===== config.mk =====
export PLATFORM = sky130hd
export DESIGN_NAME = blocking_cache
export DESIGN_NICKNAME = d
export VERILOG_FILES = /design/src/verilog/cache_msg_pkg.sv /design/src/verilog/cache_line_pkg.sv /design/src/verilog/cache_ctrl.sv /design/src/verilog/cache_way_state.sv /design/src/verilog/cache_dpath.sv /design/src/verilog/blocking_cache.sv
export VERILOG_INCLUDE_DIRS = /design/src /design/src/verilog
export SDC_FILE = /design/constraint.sdc
export NUM_CORES = 2
export LEC_CHECK = 0
export BUFFER_PORTS_ARGS = -buffer_cell sky130_fd_sc_hd__buf_4
export CORE_MARGIN = 1.5
export CORE_UTILIZATION = 50
export DETAILED_ROUTE_END_ITERATION = 8
export PLACE_DENSITY = 0.77
export SYNTH_ARGS = -nofsm -noshare
export SYNTH_HDL_FRONTEND = slang
export SYNTH_SLANG_ARGS = --single-unit

===== constraint.sdc =====
create_clock -name clk -period 4.34 [get_ports clk]
set_input_delay 0.217 -clock clk [delete_from_list [all_inputs] [get_ports clk]]
set_output_delay 0.217 -clock clk [all_outputs]
set_load 0.01 [all_outputs]

===== src/verilog/cache_config.svh =====
/*
 * Size settings of the two-way blocking cache
 */

`ifndef CACHE_CONFIG_SVH
`define CACHE_CONFIG_SVH

// Geometry
`define CACHE_NSETS          8
`define CACHE_WORDS_PER_LINE 4

// Widths
`define CACHE_WORD_BITS      32
`define CACHE_ADDR_BITS      32
`define CACHE_LINE_BITS      128

// Address split, word offset counted in words
`define CACHE_IDX_BITS       3
`define CACHE_OFS_BITS       2
`define CACHE_TAG_BITS       25

`endif


===== src/verilog/cache_msg_pkg.sv =====
/*
 * Message kinds on the processor and memory sides of the cache
 */

package cache_msg_pkg;

  // ----------------------------
  // Processor side
  // ----------------------------

  typedef enum logic {
    REQ_READ  = 1'b0,
    REQ_WRITE = 1'b1
  } req_type_e;

  // ----------------------------
  // Memory side, whole lines only
  // ----------------------------

  typedef enum logic {
    MEM_READ  = 1'b0,
    MEM_WRITE = 1'b1
  } mem_type_e;

endpackage


===== src/verilog/cache_line_pkg.sv =====
/*
 * Address fields and line storage types for the cache arrays
 */

`include "cache_config.svh"

package cache_line_pkg;

  typedef logic [`CACHE_TAG_BITS-1:0] tag_t;

  // Word address as seen by the tag check
  typedef struct packed {
    tag_t                       tag;
    logic [`CACHE_IDX_BITS-1:0] idx;
    logic [`CACHE_OFS_BITS-1:0] ofs;
    logic [1:0]                 byte_ofs;
  } addr_fields_t;

  // ----------------------------
  // One cache line
  // ----------------------------

  // Memory moves the flat vector
  // Word select and write merge use the word view
  typedef union packed {
    logic [`CACHE_LINE_BITS-1:0]                           bits;
    logic [`CACHE_WORDS_PER_LINE-1:0][`CACHE_WORD_BITS-1:0] words;
  } cache_line_u;

endpackage


===== src/verilog/cache_ctrl.sv =====
/*
 * Control FSM of the blocking cache
 * Sequences tag check, data access, refill and eviction
 */

`timescale 1ns/1ps

module cache_ctrl (
  input  logic                    clk,
  input  logic                    reset,
  input  logic                    cachereq_val,
  output logic                    cachereq_rdy,
  output logic                    cacheresp_val,
  input  logic                    cacheresp_rdy,
  output logic                    memreq_val,
  input  logic                    memreq_rdy,
  output cache_msg_pkg::mem_type_e memreq_type,
  input  logic                    memresp_val,
  output logic                    memresp_rdy,
  // Datapath enables
  output logic                    cachereq_en,
  output logic                    memresp_en,
  output logic                    tag_ren,
  output logic                    tag_wen,
  output logic                    data_ren,
  output logic                    data_wen,
  output logic                    is_refill,
  output logic                    read_data_reg_en,
  output logic                    evict_reg_en,
  // Line state updates
  output logic                    way_record_en,
  output logic                    valid_we,
  output logic                    dirty_we,
  output logic                    dirty_in,
  output logic                    lru_we,
  // Status
  input  logic                    hit,
  input  logic                    victim_dirty,
  input  logic                    req_is_write
);

  localparam logic [3:0] IDLE           = 4'd0;
  localparam logic [3:0] TAG_CHECK      = 4'd1;
  localparam logic [3:0] READ_ACCESS    = 4'd2;
  localparam logic [3:0] WRITE_ACCESS   = 4'd3;
  localparam logic [3:0] WAIT           = 4'd4;
  localparam logic [3:0] REFILL_REQUEST = 4'd5;
  localparam logic [3:0] REFILL_WAIT    = 4'd6;
  localparam logic [3:0] REFILL_UPDATE  = 4'd7;
  localparam logic [3:0] EVICT_PREPARE  = 4'd8;
  localparam logic [3:0] EVICT_REQUEST  = 4'd9;
  localparam logic [3:0] EVICT_WAIT     = 4'd10;

  logic [3:0]  state;
  logic [3:0]  state_next;
  logic [17:0] cs;
  logic        in_go;
  logic        out_go;

  assign in_go  = cachereq_val && cachereq_rdy;
  assign out_go = cacheresp_val && cacheresp_rdy;

  always_ff @(posedge clk) begin
    if (reset) begin
      state <= IDLE;
    end else begin
      state <= state_next;
    end
  end

  // ----------------------------
  // Next state
  // ----------------------------

  always_comb begin
    state_next = state;
    case (state)
      IDLE:           if (in_go) state_next = TAG_CHECK;
      TAG_CHECK: begin
        if (hit) state_next = req_is_write ? WRITE_ACCESS : READ_ACCESS;
        else if (victim_dirty) state_next = EVICT_PREPARE;
        else state_next = REFILL_REQUEST;
      end
      READ_ACCESS:    state_next = WAIT;
      WRITE_ACCESS:   state_next = WAIT;
      REFILL_REQUEST: if (memreq_rdy) state_next = REFILL_WAIT;
      REFILL_WAIT:    if (memresp_val) state_next = REFILL_UPDATE;
      // Replay the request on the fresh line
      REFILL_UPDATE:  state_next = req_is_write ? WRITE_ACCESS : READ_ACCESS;
      EVICT_PREPARE:  state_next = EVICT_REQUEST;
      EVICT_REQUEST:  if (memreq_rdy) state_next = EVICT_WAIT;
      EVICT_WAIT:     if (memresp_val) state_next = REFILL_REQUEST;
      WAIT:           if (out_go) state_next = IDLE;
      default:        state_next = IDLE;
    endcase
  end

  // ----------------------------
  // Control table
  // ----------------------------

  //   cachereq_rdy    cacheresp_val   memreq_val      memresp_rdy
  //   cachereq_en     memresp_en      is_refill       tag_ren
  //   tag_wen         data_ren        data_wen        read_data_reg_en
  //   evict_reg_en    way_record_en   valid_we        dirty_we
  //   dirty_in        lru_we
  always_comb begin
    case (state)
      IDLE:           cs = 18'b1_0_0_0_1_0_0_0_0_0_0_0_0_0_0_0_0_0;
      TAG_CHECK:      cs = 18'b0_0_0_0_0_0_0_1_0_0_0_0_0_1_0_0_0_0;
      READ_ACCESS:    cs = 18'b0_0_0_0_0_0_0_0_0_1_0_1_0_0_0_0_0_1;
      WRITE_ACCESS:   cs = 18'b0_0_0_0_0_0_0_0_1_0_1_0_0_0_1_1_1_1;
      WAIT:           cs = 18'b0_1_0_0_0_0_0_0_0_0_0_0_0_0_0_0_0_0;
      REFILL_REQUEST: cs = 18'b0_0_1_0_0_0_0_0_0_0_0_0_0_0_0_0_0_0;
      REFILL_WAIT:    cs = 18'b0_0_0_1_0_1_0_0_0_0_0_0_0_0_0_0_0_0;
      REFILL_UPDATE:  cs = 18'b0_0_0_0_0_0_1_0_1_0_1_0_0_0_1_1_0_0;
      EVICT_PREPARE:  cs = 18'b0_0_0_0_0_0_0_1_0_1_0_0_1_0_0_0_0_0;
      EVICT_REQUEST:  cs = 18'b0_0_1_0_0_0_0_0_0_0_0_0_0_0_0_0_0_0;
      EVICT_WAIT:     cs = 18'b0_0_0_1_0_0_0_0_0_0_0_0_0_0_0_0_0_0;
      default:        cs = '0;
    endcase
  end

  assign {cachereq_rdy, cacheresp_val, memreq_val, memresp_rdy,
          cachereq_en, memresp_en, is_refill, tag_ren,
          tag_wen, data_ren, data_wen, read_data_reg_en,
          evict_reg_en, way_record_en, valid_we, dirty_we,
          dirty_in, lru_we} = cs;

  // Only the eviction writes memory
  assign memreq_type = (state == EVICT_REQUEST) ? cache_msg_pkg::MEM_WRITE
                                                : cache_msg_pkg::MEM_READ;

  // Handshakes hold until taken
  memreq_hold: assert property (@(posedge clk) disable iff (reset)
    memreq_val && !memreq_rdy |=> memreq_val);

  cacheresp_hold: assert property (@(posedge clk) disable iff (reset)
    cacheresp_val && !cacheresp_rdy |=> cacheresp_val);

endmodule


===== src/verilog/cache_way_state.sv =====
/*
 * Valid, dirty and LRU bits per set and way
 * Forms the hit and keeps the way chosen at tag check
 */

`timescale 1ns/1ps
`include "cache_config.svh"

module cache_way_state (
  input  logic                       clk,
  input  logic                       reset,
  input  logic [`CACHE_IDX_BITS-1:0] idx,
  input  logic                       tag_match_0,
  input  logic                       tag_match_1,
  input  logic                       way_record_en,
  input  logic                       valid_we,
  input  logic                       dirty_we,
  input  logic                       dirty_in,
  input  logic                       lru_we,
  output logic                       hit,
  output logic                       victim_dirty,
  output logic                       way_sel
);

  logic [`CACHE_NSETS-1:0] valid [2];
  logic [`CACHE_NSETS-1:0] dirty [2];
  // Set bit names the least recently used way
  logic [`CACHE_NSETS-1:0] lru;

  logic hit_0;
  logic hit_1;
  logic lru_way;

  // ----------------------------
  // Lookup
  // ----------------------------

  assign hit_0   = valid[0][idx] && tag_match_0;
  assign hit_1   = valid[1][idx] && tag_match_1;
  assign hit     = hit_0 || hit_1;
  assign lru_way = lru[idx];

  // A dirty line is always valid
  assign victim_dirty = dirty[lru_way][idx];

  // ----------------------------
  // Update
  // ----------------------------

  always_ff @(posedge clk) begin
    if (reset) begin
      valid   <= '{default: '0};
      dirty   <= '{default: '0};
      lru     <= '0;
      way_sel <= 1'b0;
    end else begin
      // Hitting way, else the victim
      if (way_record_en) begin
        way_sel <= hit ? hit_1 : lru_way;
      end
      if (valid_we) begin
        valid[way_sel][idx] <= 1'b1;
      end
      if (dirty_we) begin
        dirty[way_sel][idx] <= dirty_in;
      end
      if (lru_we) begin
        lru[idx] <= !way_sel;
      end
    end
  end

  // A tag sits in at most one way of a set
  one_way_hit: assert property (@(posedge clk) disable iff (reset)
    !(hit_0 && hit_1));

endmodule


===== src/verilog/cache_dpath.sv =====
/*
 * Cache datapath with request register, tag and data arrays
 * and the registers that form memory messages
 */

`timescale 1ns/1ps
`include "cache_config.svh"

module cache_dpath (
  input  logic                        clk,
  input  logic                        cachereq_en,
  input  cache_msg_pkg::req_type_e     cachereq_type,
  input  logic [`CACHE_ADDR_BITS-1:0] cachereq_addr,
  input  logic [`CACHE_WORD_BITS-1:0] cachereq_data,
  input  logic                        memresp_en,
  input  logic [`CACHE_LINE_BITS-1:0] memresp_data,
  input  logic                        tag_ren,
  input  logic                        tag_wen,
  input  logic                        data_ren,
  input  logic                        data_wen,
  input  logic                        is_refill,
  input  logic                        read_data_reg_en,
  input  logic                        evict_reg_en,
  input  logic                        way_sel,
  input  cache_msg_pkg::mem_type_e     memreq_type,
  output logic                        tag_match_0,
  output logic                        tag_match_1,
  output logic [`CACHE_IDX_BITS-1:0]  idx,
  output logic                        req_is_write,
  output cache_msg_pkg::req_type_e     cacheresp_type,
  output logic [`CACHE_WORD_BITS-1:0] cacheresp_data,
  output logic [`CACHE_ADDR_BITS-1:0] memreq_addr,
  output logic [`CACHE_LINE_BITS-1:0] memreq_data
);

  cache_msg_pkg::req_type_e     req_type;
  cache_line_pkg::addr_fields_t req_addr;
  logic [`CACHE_WORD_BITS-1:0]  req_data;

  cache_line_pkg::tag_t        tag_array [2][`CACHE_NSETS];
  cache_line_pkg::cache_line_u data_array [2][`CACHE_NSETS];

  cache_line_pkg::tag_t        read_tag_0;
  cache_line_pkg::tag_t        read_tag_1;
  cache_line_pkg::cache_line_u read_line;
  cache_line_pkg::cache_line_u write_line;
  cache_line_pkg::cache_line_u memresp_line;
  cache_line_pkg::cache_line_u evict_line;
  cache_line_pkg::tag_t        evict_tag;
  cache_line_pkg::tag_t        mem_tag;
  logic [`CACHE_WORDS_PER_LINE-1:0] word_en;

  // ----------------------------
  // Request and response
  // ----------------------------

  always_ff @(posedge clk) begin
    if (cachereq_en) begin
      req_type <= cachereq_type;
      req_addr <= cachereq_addr;
      req_data <= cachereq_data;
    end
    if (memresp_en) begin
      memresp_line.bits <= memresp_data;
    end
    if (read_data_reg_en) begin
      cacheresp_data <= read_line.words[req_addr.ofs];
    end
    if (evict_reg_en) begin
      evict_line <= read_line;
      evict_tag  <= way_sel ? read_tag_1 : read_tag_0;
    end
  end

  assign idx            = req_addr.idx;
  assign req_is_write   = (req_type == cache_msg_pkg::REQ_WRITE);
  assign cacheresp_type = req_type;

  // ----------------------------
  // Tag and data arrays
  // ----------------------------

  assign read_tag_0  = tag_array[0][req_addr.idx];
  assign read_tag_1  = tag_array[1][req_addr.idx];
  assign tag_match_0 = tag_ren && (read_tag_0 == req_addr.tag);
  assign tag_match_1 = tag_ren && (read_tag_1 == req_addr.tag);

  assign read_line = data_ren ? data_array[way_sel][req_addr.idx] : '0;

  // Refill takes the whole memory line, a write only its own word
  always_comb begin
    if (is_refill) begin
      write_line = memresp_line;
      word_en    = '1;
    end else begin
      for (int w = 0; w < `CACHE_WORDS_PER_LINE; w++) begin
        write_line.words[w] = req_data;
      end
      word_en = `CACHE_WORDS_PER_LINE'(1) << req_addr.ofs;
    end
  end

  always_ff @(posedge clk) begin
    if (tag_wen) begin
      tag_array[way_sel][req_addr.idx] <= req_addr.tag;
    end
    if (data_wen) begin
      for (int w = 0; w < `CACHE_WORDS_PER_LINE; w++) begin
        if (word_en[w]) begin
          data_array[way_sel][req_addr.idx].words[w] <= write_line.words[w];
        end
      end
    end
  end

  // ----------------------------
  // Memory request
  // ----------------------------

  // Eviction goes to the victim's line, refill to the requested one
  assign mem_tag = (memreq_type == cache_msg_pkg::MEM_WRITE) ? evict_tag : req_addr.tag;
  assign memreq_addr = {mem_tag, req_addr.idx, {(`CACHE_OFS_BITS + 2){1'b0}}};
  assign memreq_data = evict_line.bits;

endmodule


===== src/verilog/blocking_cache.sv =====
/*
 * Two-way set-associative write-back blocking cache
 */

`timescale 1ns/1ps
`include "cache_config.svh"

module blocking_cache (
  input  logic                        clk,
  input  logic                        reset,
  input  logic                        cachereq_val,
  output logic                        cachereq_rdy,
  input  cache_msg_pkg::req_type_e     cachereq_type,
  input  logic [`CACHE_ADDR_BITS-1:0] cachereq_addr,
  input  logic [`CACHE_WORD_BITS-1:0] cachereq_data,
  output logic                        cacheresp_val,
  input  logic                        cacheresp_rdy,
  output cache_msg_pkg::req_type_e     cacheresp_type,
  output logic [`CACHE_WORD_BITS-1:0] cacheresp_data,
  output logic                        memreq_val,
  input  logic                        memreq_rdy,
  output cache_msg_pkg::mem_type_e     memreq_type,
  output logic [`CACHE_ADDR_BITS-1:0] memreq_addr,
  output logic [`CACHE_LINE_BITS-1:0] memreq_data,
  input  logic                        memresp_val,
  output logic                        memresp_rdy,
  input  logic [`CACHE_LINE_BITS-1:0] memresp_data
);

  logic                       cachereq_en;
  logic                       memresp_en;
  logic                       tag_ren;
  logic                       tag_wen;
  logic                       data_ren;
  logic                       data_wen;
  logic                       is_refill;
  logic                       read_data_reg_en;
  logic                       evict_reg_en;
  logic                       way_record_en;
  logic                       valid_we;
  logic                       dirty_we;
  logic                       dirty_in;
  logic                       lru_we;
  logic                       hit;
  logic                       victim_dirty;
  logic                       way_sel;
  logic                       req_is_write;
  logic                       tag_match_0;
  logic                       tag_match_1;
  logic [`CACHE_IDX_BITS-1:0] idx;

  cache_ctrl ctrl_i (
    .clk, .reset,
    .cachereq_val, .cachereq_rdy, .cacheresp_val, .cacheresp_rdy,
    .memreq_val, .memreq_rdy, .memreq_type, .memresp_val, .memresp_rdy,
    .cachereq_en, .memresp_en, .tag_ren, .tag_wen, .data_ren, .data_wen,
    .is_refill, .read_data_reg_en, .evict_reg_en,
    .way_record_en, .valid_we, .dirty_we, .dirty_in, .lru_we,
    .hit, .victim_dirty, .req_is_write
  );

  cache_way_state way_state_i (
    .clk, .reset, .idx, .tag_match_0, .tag_match_1,
    .way_record_en, .valid_we, .dirty_we, .dirty_in, .lru_we,
    .hit, .victim_dirty, .way_sel
  );

  cache_dpath dpath_i (
    .clk,
    .cachereq_en, .cachereq_type, .cachereq_addr, .cachereq_data,
    .memresp_en, .memresp_data,
    .tag_ren, .tag_wen, .data_ren, .data_wen, .is_refill,
    .read_data_reg_en, .evict_reg_en, .way_sel, .memreq_type,
    .tag_match_0, .tag_match_1, .idx, .req_is_write,
    .cacheresp_type, .cacheresp_data, .memreq_addr, .memreq_data
  );

endmodule


==> results by group <==
Outcome
  • Outcome: finished clean

Floorplanning
  • Die W: 473.1 um
  • Ports: 397
  • Core Area: 219700 sq um
  • Die Ht: 473.1 um
  • Starting Density: 0.5030
  • Row Count: 172
  • Die area: 223900 sq um

STA
  • Tcrit/Tclk final: 0.9754
  • RSZ-0062 raised after global routing: false
  • Final setup TNS: 0 ns
  • Final Hold Fails: 0
  • Slew @ Worst Pin: 1.430 ns
  • Fmax: 0.2362 GHz
  • Rel. slew slack: 0.03797
  • Clk_skew: 0.09730 ns
  • Slew Limit Fails: 0
  • Final setup viols: 0
  • Final worst slack: 0.1068 ns
  • Period minus WS final: 4.233 ns

CTS
  • Total CTS buffers: 302
  • H-tree depth: 5
  • CTS sink cnt: 2884
  • Deepest clock path buffer count: 4
  • Clk_lat worst skew: 0.97 ns
  • Root Buffer Master: clkbuf_16
  • CTS tree: yes
  • Reg clk slew, reported paths: 0.06 ns

Setup path
  • Arrival time at the worst endpoint: 5.02 ns
  • Cell chain of the critical path: buf_12 > and2b_1 > a22oi_1 > and3b_1 > or4b_1 > nor4_1 > nand4_1 > buf_4 > and4_4 > or3_4 > o31ai_4
  • Critical path's largest stage delay: 0.74 ns
  • WP data required: 5.12 ns
  • Max Fanout on Critical Path: 26
  • Startpoint Class: register
  • Critical path capture point type: register
  • Setup Crit Path Kind: register to register
  • Delay-heaviest family, CP: simple AND/OR/NAND/NOR gates
  • Crit path buffers/inverters: 2
  • CP max-delay cell: and2b_1

Route
  • Routed wire length: 343.4 mm
  • DR pass1 iterations: 6
  • Routed vias/inst: 6.437
  • ANT nets after route: 0
  • Vias: 62830
  • Routed len/inst: 35.19 um
  • Iteration-0 DRC Markers: 9433
  • Drt drc: 0

Pwr
  • Power Density: 532.8 nW/um^2
  • Pleak: 42.96 nW
  • Worst vdd ir: 0.4386 mV

Global routing
  • Largest net degree at the start of global routing: 73
  • Initial antenna violation count: 30
  • GR Util All Layers: 0.3043
  • GR Util met3: 0.08842
  • Met2 usage: 0.4677
  • Busiest grt layer: met2
  • Vias in the first global route: 62560
  • Total grt overflow: 0
  • GRT met1 Usage: 0.3701
  • First-pass GRT wire length: 473.6 mm

Synthesis
  • Mapped Area: 110500 sq um
  • Sequential element share of the synthesized area: 0.7782
  • Unique cell type count in the Yosys netlist: 79
  • Yosys warnings: 0
  • Flops & latches, synth: 2884
  • Yosys top cell by area: edfxtp_1
  • Post-synth top area share: 0.7673
  • Number of synthesized flops with an enable pin: 2824
  • Async S/R FF share, synth: 0
  • Avg Cell Area, Syn: 19.99 sq um
  • Synth area leaders: edfxtp_1, mux4_2, mux2i_1, nand2_1, dfxtp_1
  • Prevailing post-synth register cell: edfxtp_1
  • Post-Synthesis Cells: 5529

Worst hold path
  • Hold WC Path Type: input port to register

Placement
  • IO Port Bufs: 390
  • Placer Congestion: 0.8589
  • Dpl hpwl: 188.2 mm
  • Post-Place Worst Slack: 0.1917 ns
  • Placed cells: 8837

Finish
  • Cell Count, Final, Fillers Out: 9760
  • Layout area overhead: 19.47%
  • Layout cells sized above 1: 0.2490
  • FILL cells: 14700
  • Nets: 6754
  • Commonest cells after routing, fill and taps aside: edfxtp_1, buf_4, mux4_2
  • Most common cell after layout, fill and taps aside: edfxtp_1

Flow run
  • Max-cap violations: 0
## repair_timing
action | CTS | global route
endpoints found under the hold margin | 234 | 1
hold buffers | 371 | 1
resized for setup | 0 | 1
setup buffers | 0 | 0
endpoints found under the setup margin | 0 | 3
## per-stage QoR
step                utilization  cell area [sq um]  hold WS [ns]  total power, mW
detailed placement       0.5410             118900        0.3963            44.90
finish                   0.6009             132000       0.03641            70.35
global route             0.6006             132000       0.02798            71.87
CTS                      0.6005             132000    0.00002326            69.92
global placement         0.5410             118900        0.3953            44.57
floorplan                     -             110500        0.3159            40.39
## routing by layer
layer | part of all wire | wire length (um) | vias to the layer above
met4 | 0.085 | 29130 | 18
li1 | - | - | 24460
met2 | 0.46 | 157400 | 5462
met5 | 0.00041 | 142 | -
met3 | 0.14 | 47400 | 1235
met1 | 0.32 | 109300 | 31650
## state kept, by name (all words and copies together), names as in the netlist, 14 cells and up, named ones only
| signal | count |
|---|---|
| dpath_i.evict_tag | 25 |
| dpath_i.req_data | 32 |
| way_state_i.dirty | 16 |
| way_state_i.valid | 16 |
| ctrl_i.cs | 14 |
| dpath_i.req_addr | 27 |
| dpath_i.memreq_data | 128 |
| dpath_i.memresp_line | 128 |
| dpath_i.data_array | 2048 |
| dpath_i.tag_array | 400 |
| dpath_i.cacheresp_data | 32 |
## power breakdown
part           switching [mW]  total (mW)  internal, mW
combinational            7.56        12.0          4.40
sequential              0.578        33.1          32.5
clock                    10.8        25.3          14.5
total                    18.9        70.3          51.4
## cell type report
class	instances	area, sq um	share of cell area
clock inverter	161	1516	0.01149
clock buffer	362	7846	0.05942
tap	2958	3701	0.02803
antenna	28	70.07	0.0005307
inverter	34	133.9	0.001014
sequential	2884	86030	0.6515
timing repair buffer	1014	9169	0.06944
multi-input combinational	2319	23570	0.1785
## synthesized netlist by cell type (5+ instances only)
cell and n:
edfxtp_1 2824, mux4_2 468, mux2i_1 455, nand2_1 452
o22ai_1 186, nor2_1 135, clkbuf_1 132, buf_2 89
a21oi_1 72, dfxtp_1 60, o21ai_0 55, mux2_2 52
and2_1 46, buf_1 41, nand2b_1 40, o21a_1 40
nor3_1 37, inv_1 29, a22oi_1 27, o31a_1 27
xor2_1 23, a21boi_0 22, nand3_1 21, buf_6 17
mux2_1 17, buf_4 14, nor2b_1 10, or3_1 9
xnor2_1 9, a221oi_1 8, a311oi_1 8, nand4_1 8
a2111oi_0 5, a22o_1 5, a31oi_1 5, nor4_1 5
## final timing paths
path | start | depth (start not counted) | slack (ns) | endpoint
setup / recovery | dpath_i.idx[1] | 11 | 0.11 | ctrl_i.cs[8]
hold / removal | cachereq_addr[12] | 2 | 0.04 | dpath_i.req_addr[12]
setup reg to reg | dpath_i.idx[1] | 11 | 0.11 | ctrl_i.cs[8]
hold reg to reg | way_state_i.dirty[13] | 2 | 0.47 | way_state_i.dirty[13]
## cell families (layout without fill, tap and decap cells)
logic type	Yosys count	in the layout	share of synthesized area
XOR/XNOR	32	32	0.002536
AO/OA/AOI/OAI	500	500	0.03024
buffers and inverters	329	1571	0.01392
multiplexers	994	994	0.1439
AND/OR/NAND/NOR	789	789	0.03121
flip-flops	2884	2884	0.7782
other	1	32	0.00003393
Power figures use the tool's default switching activity.
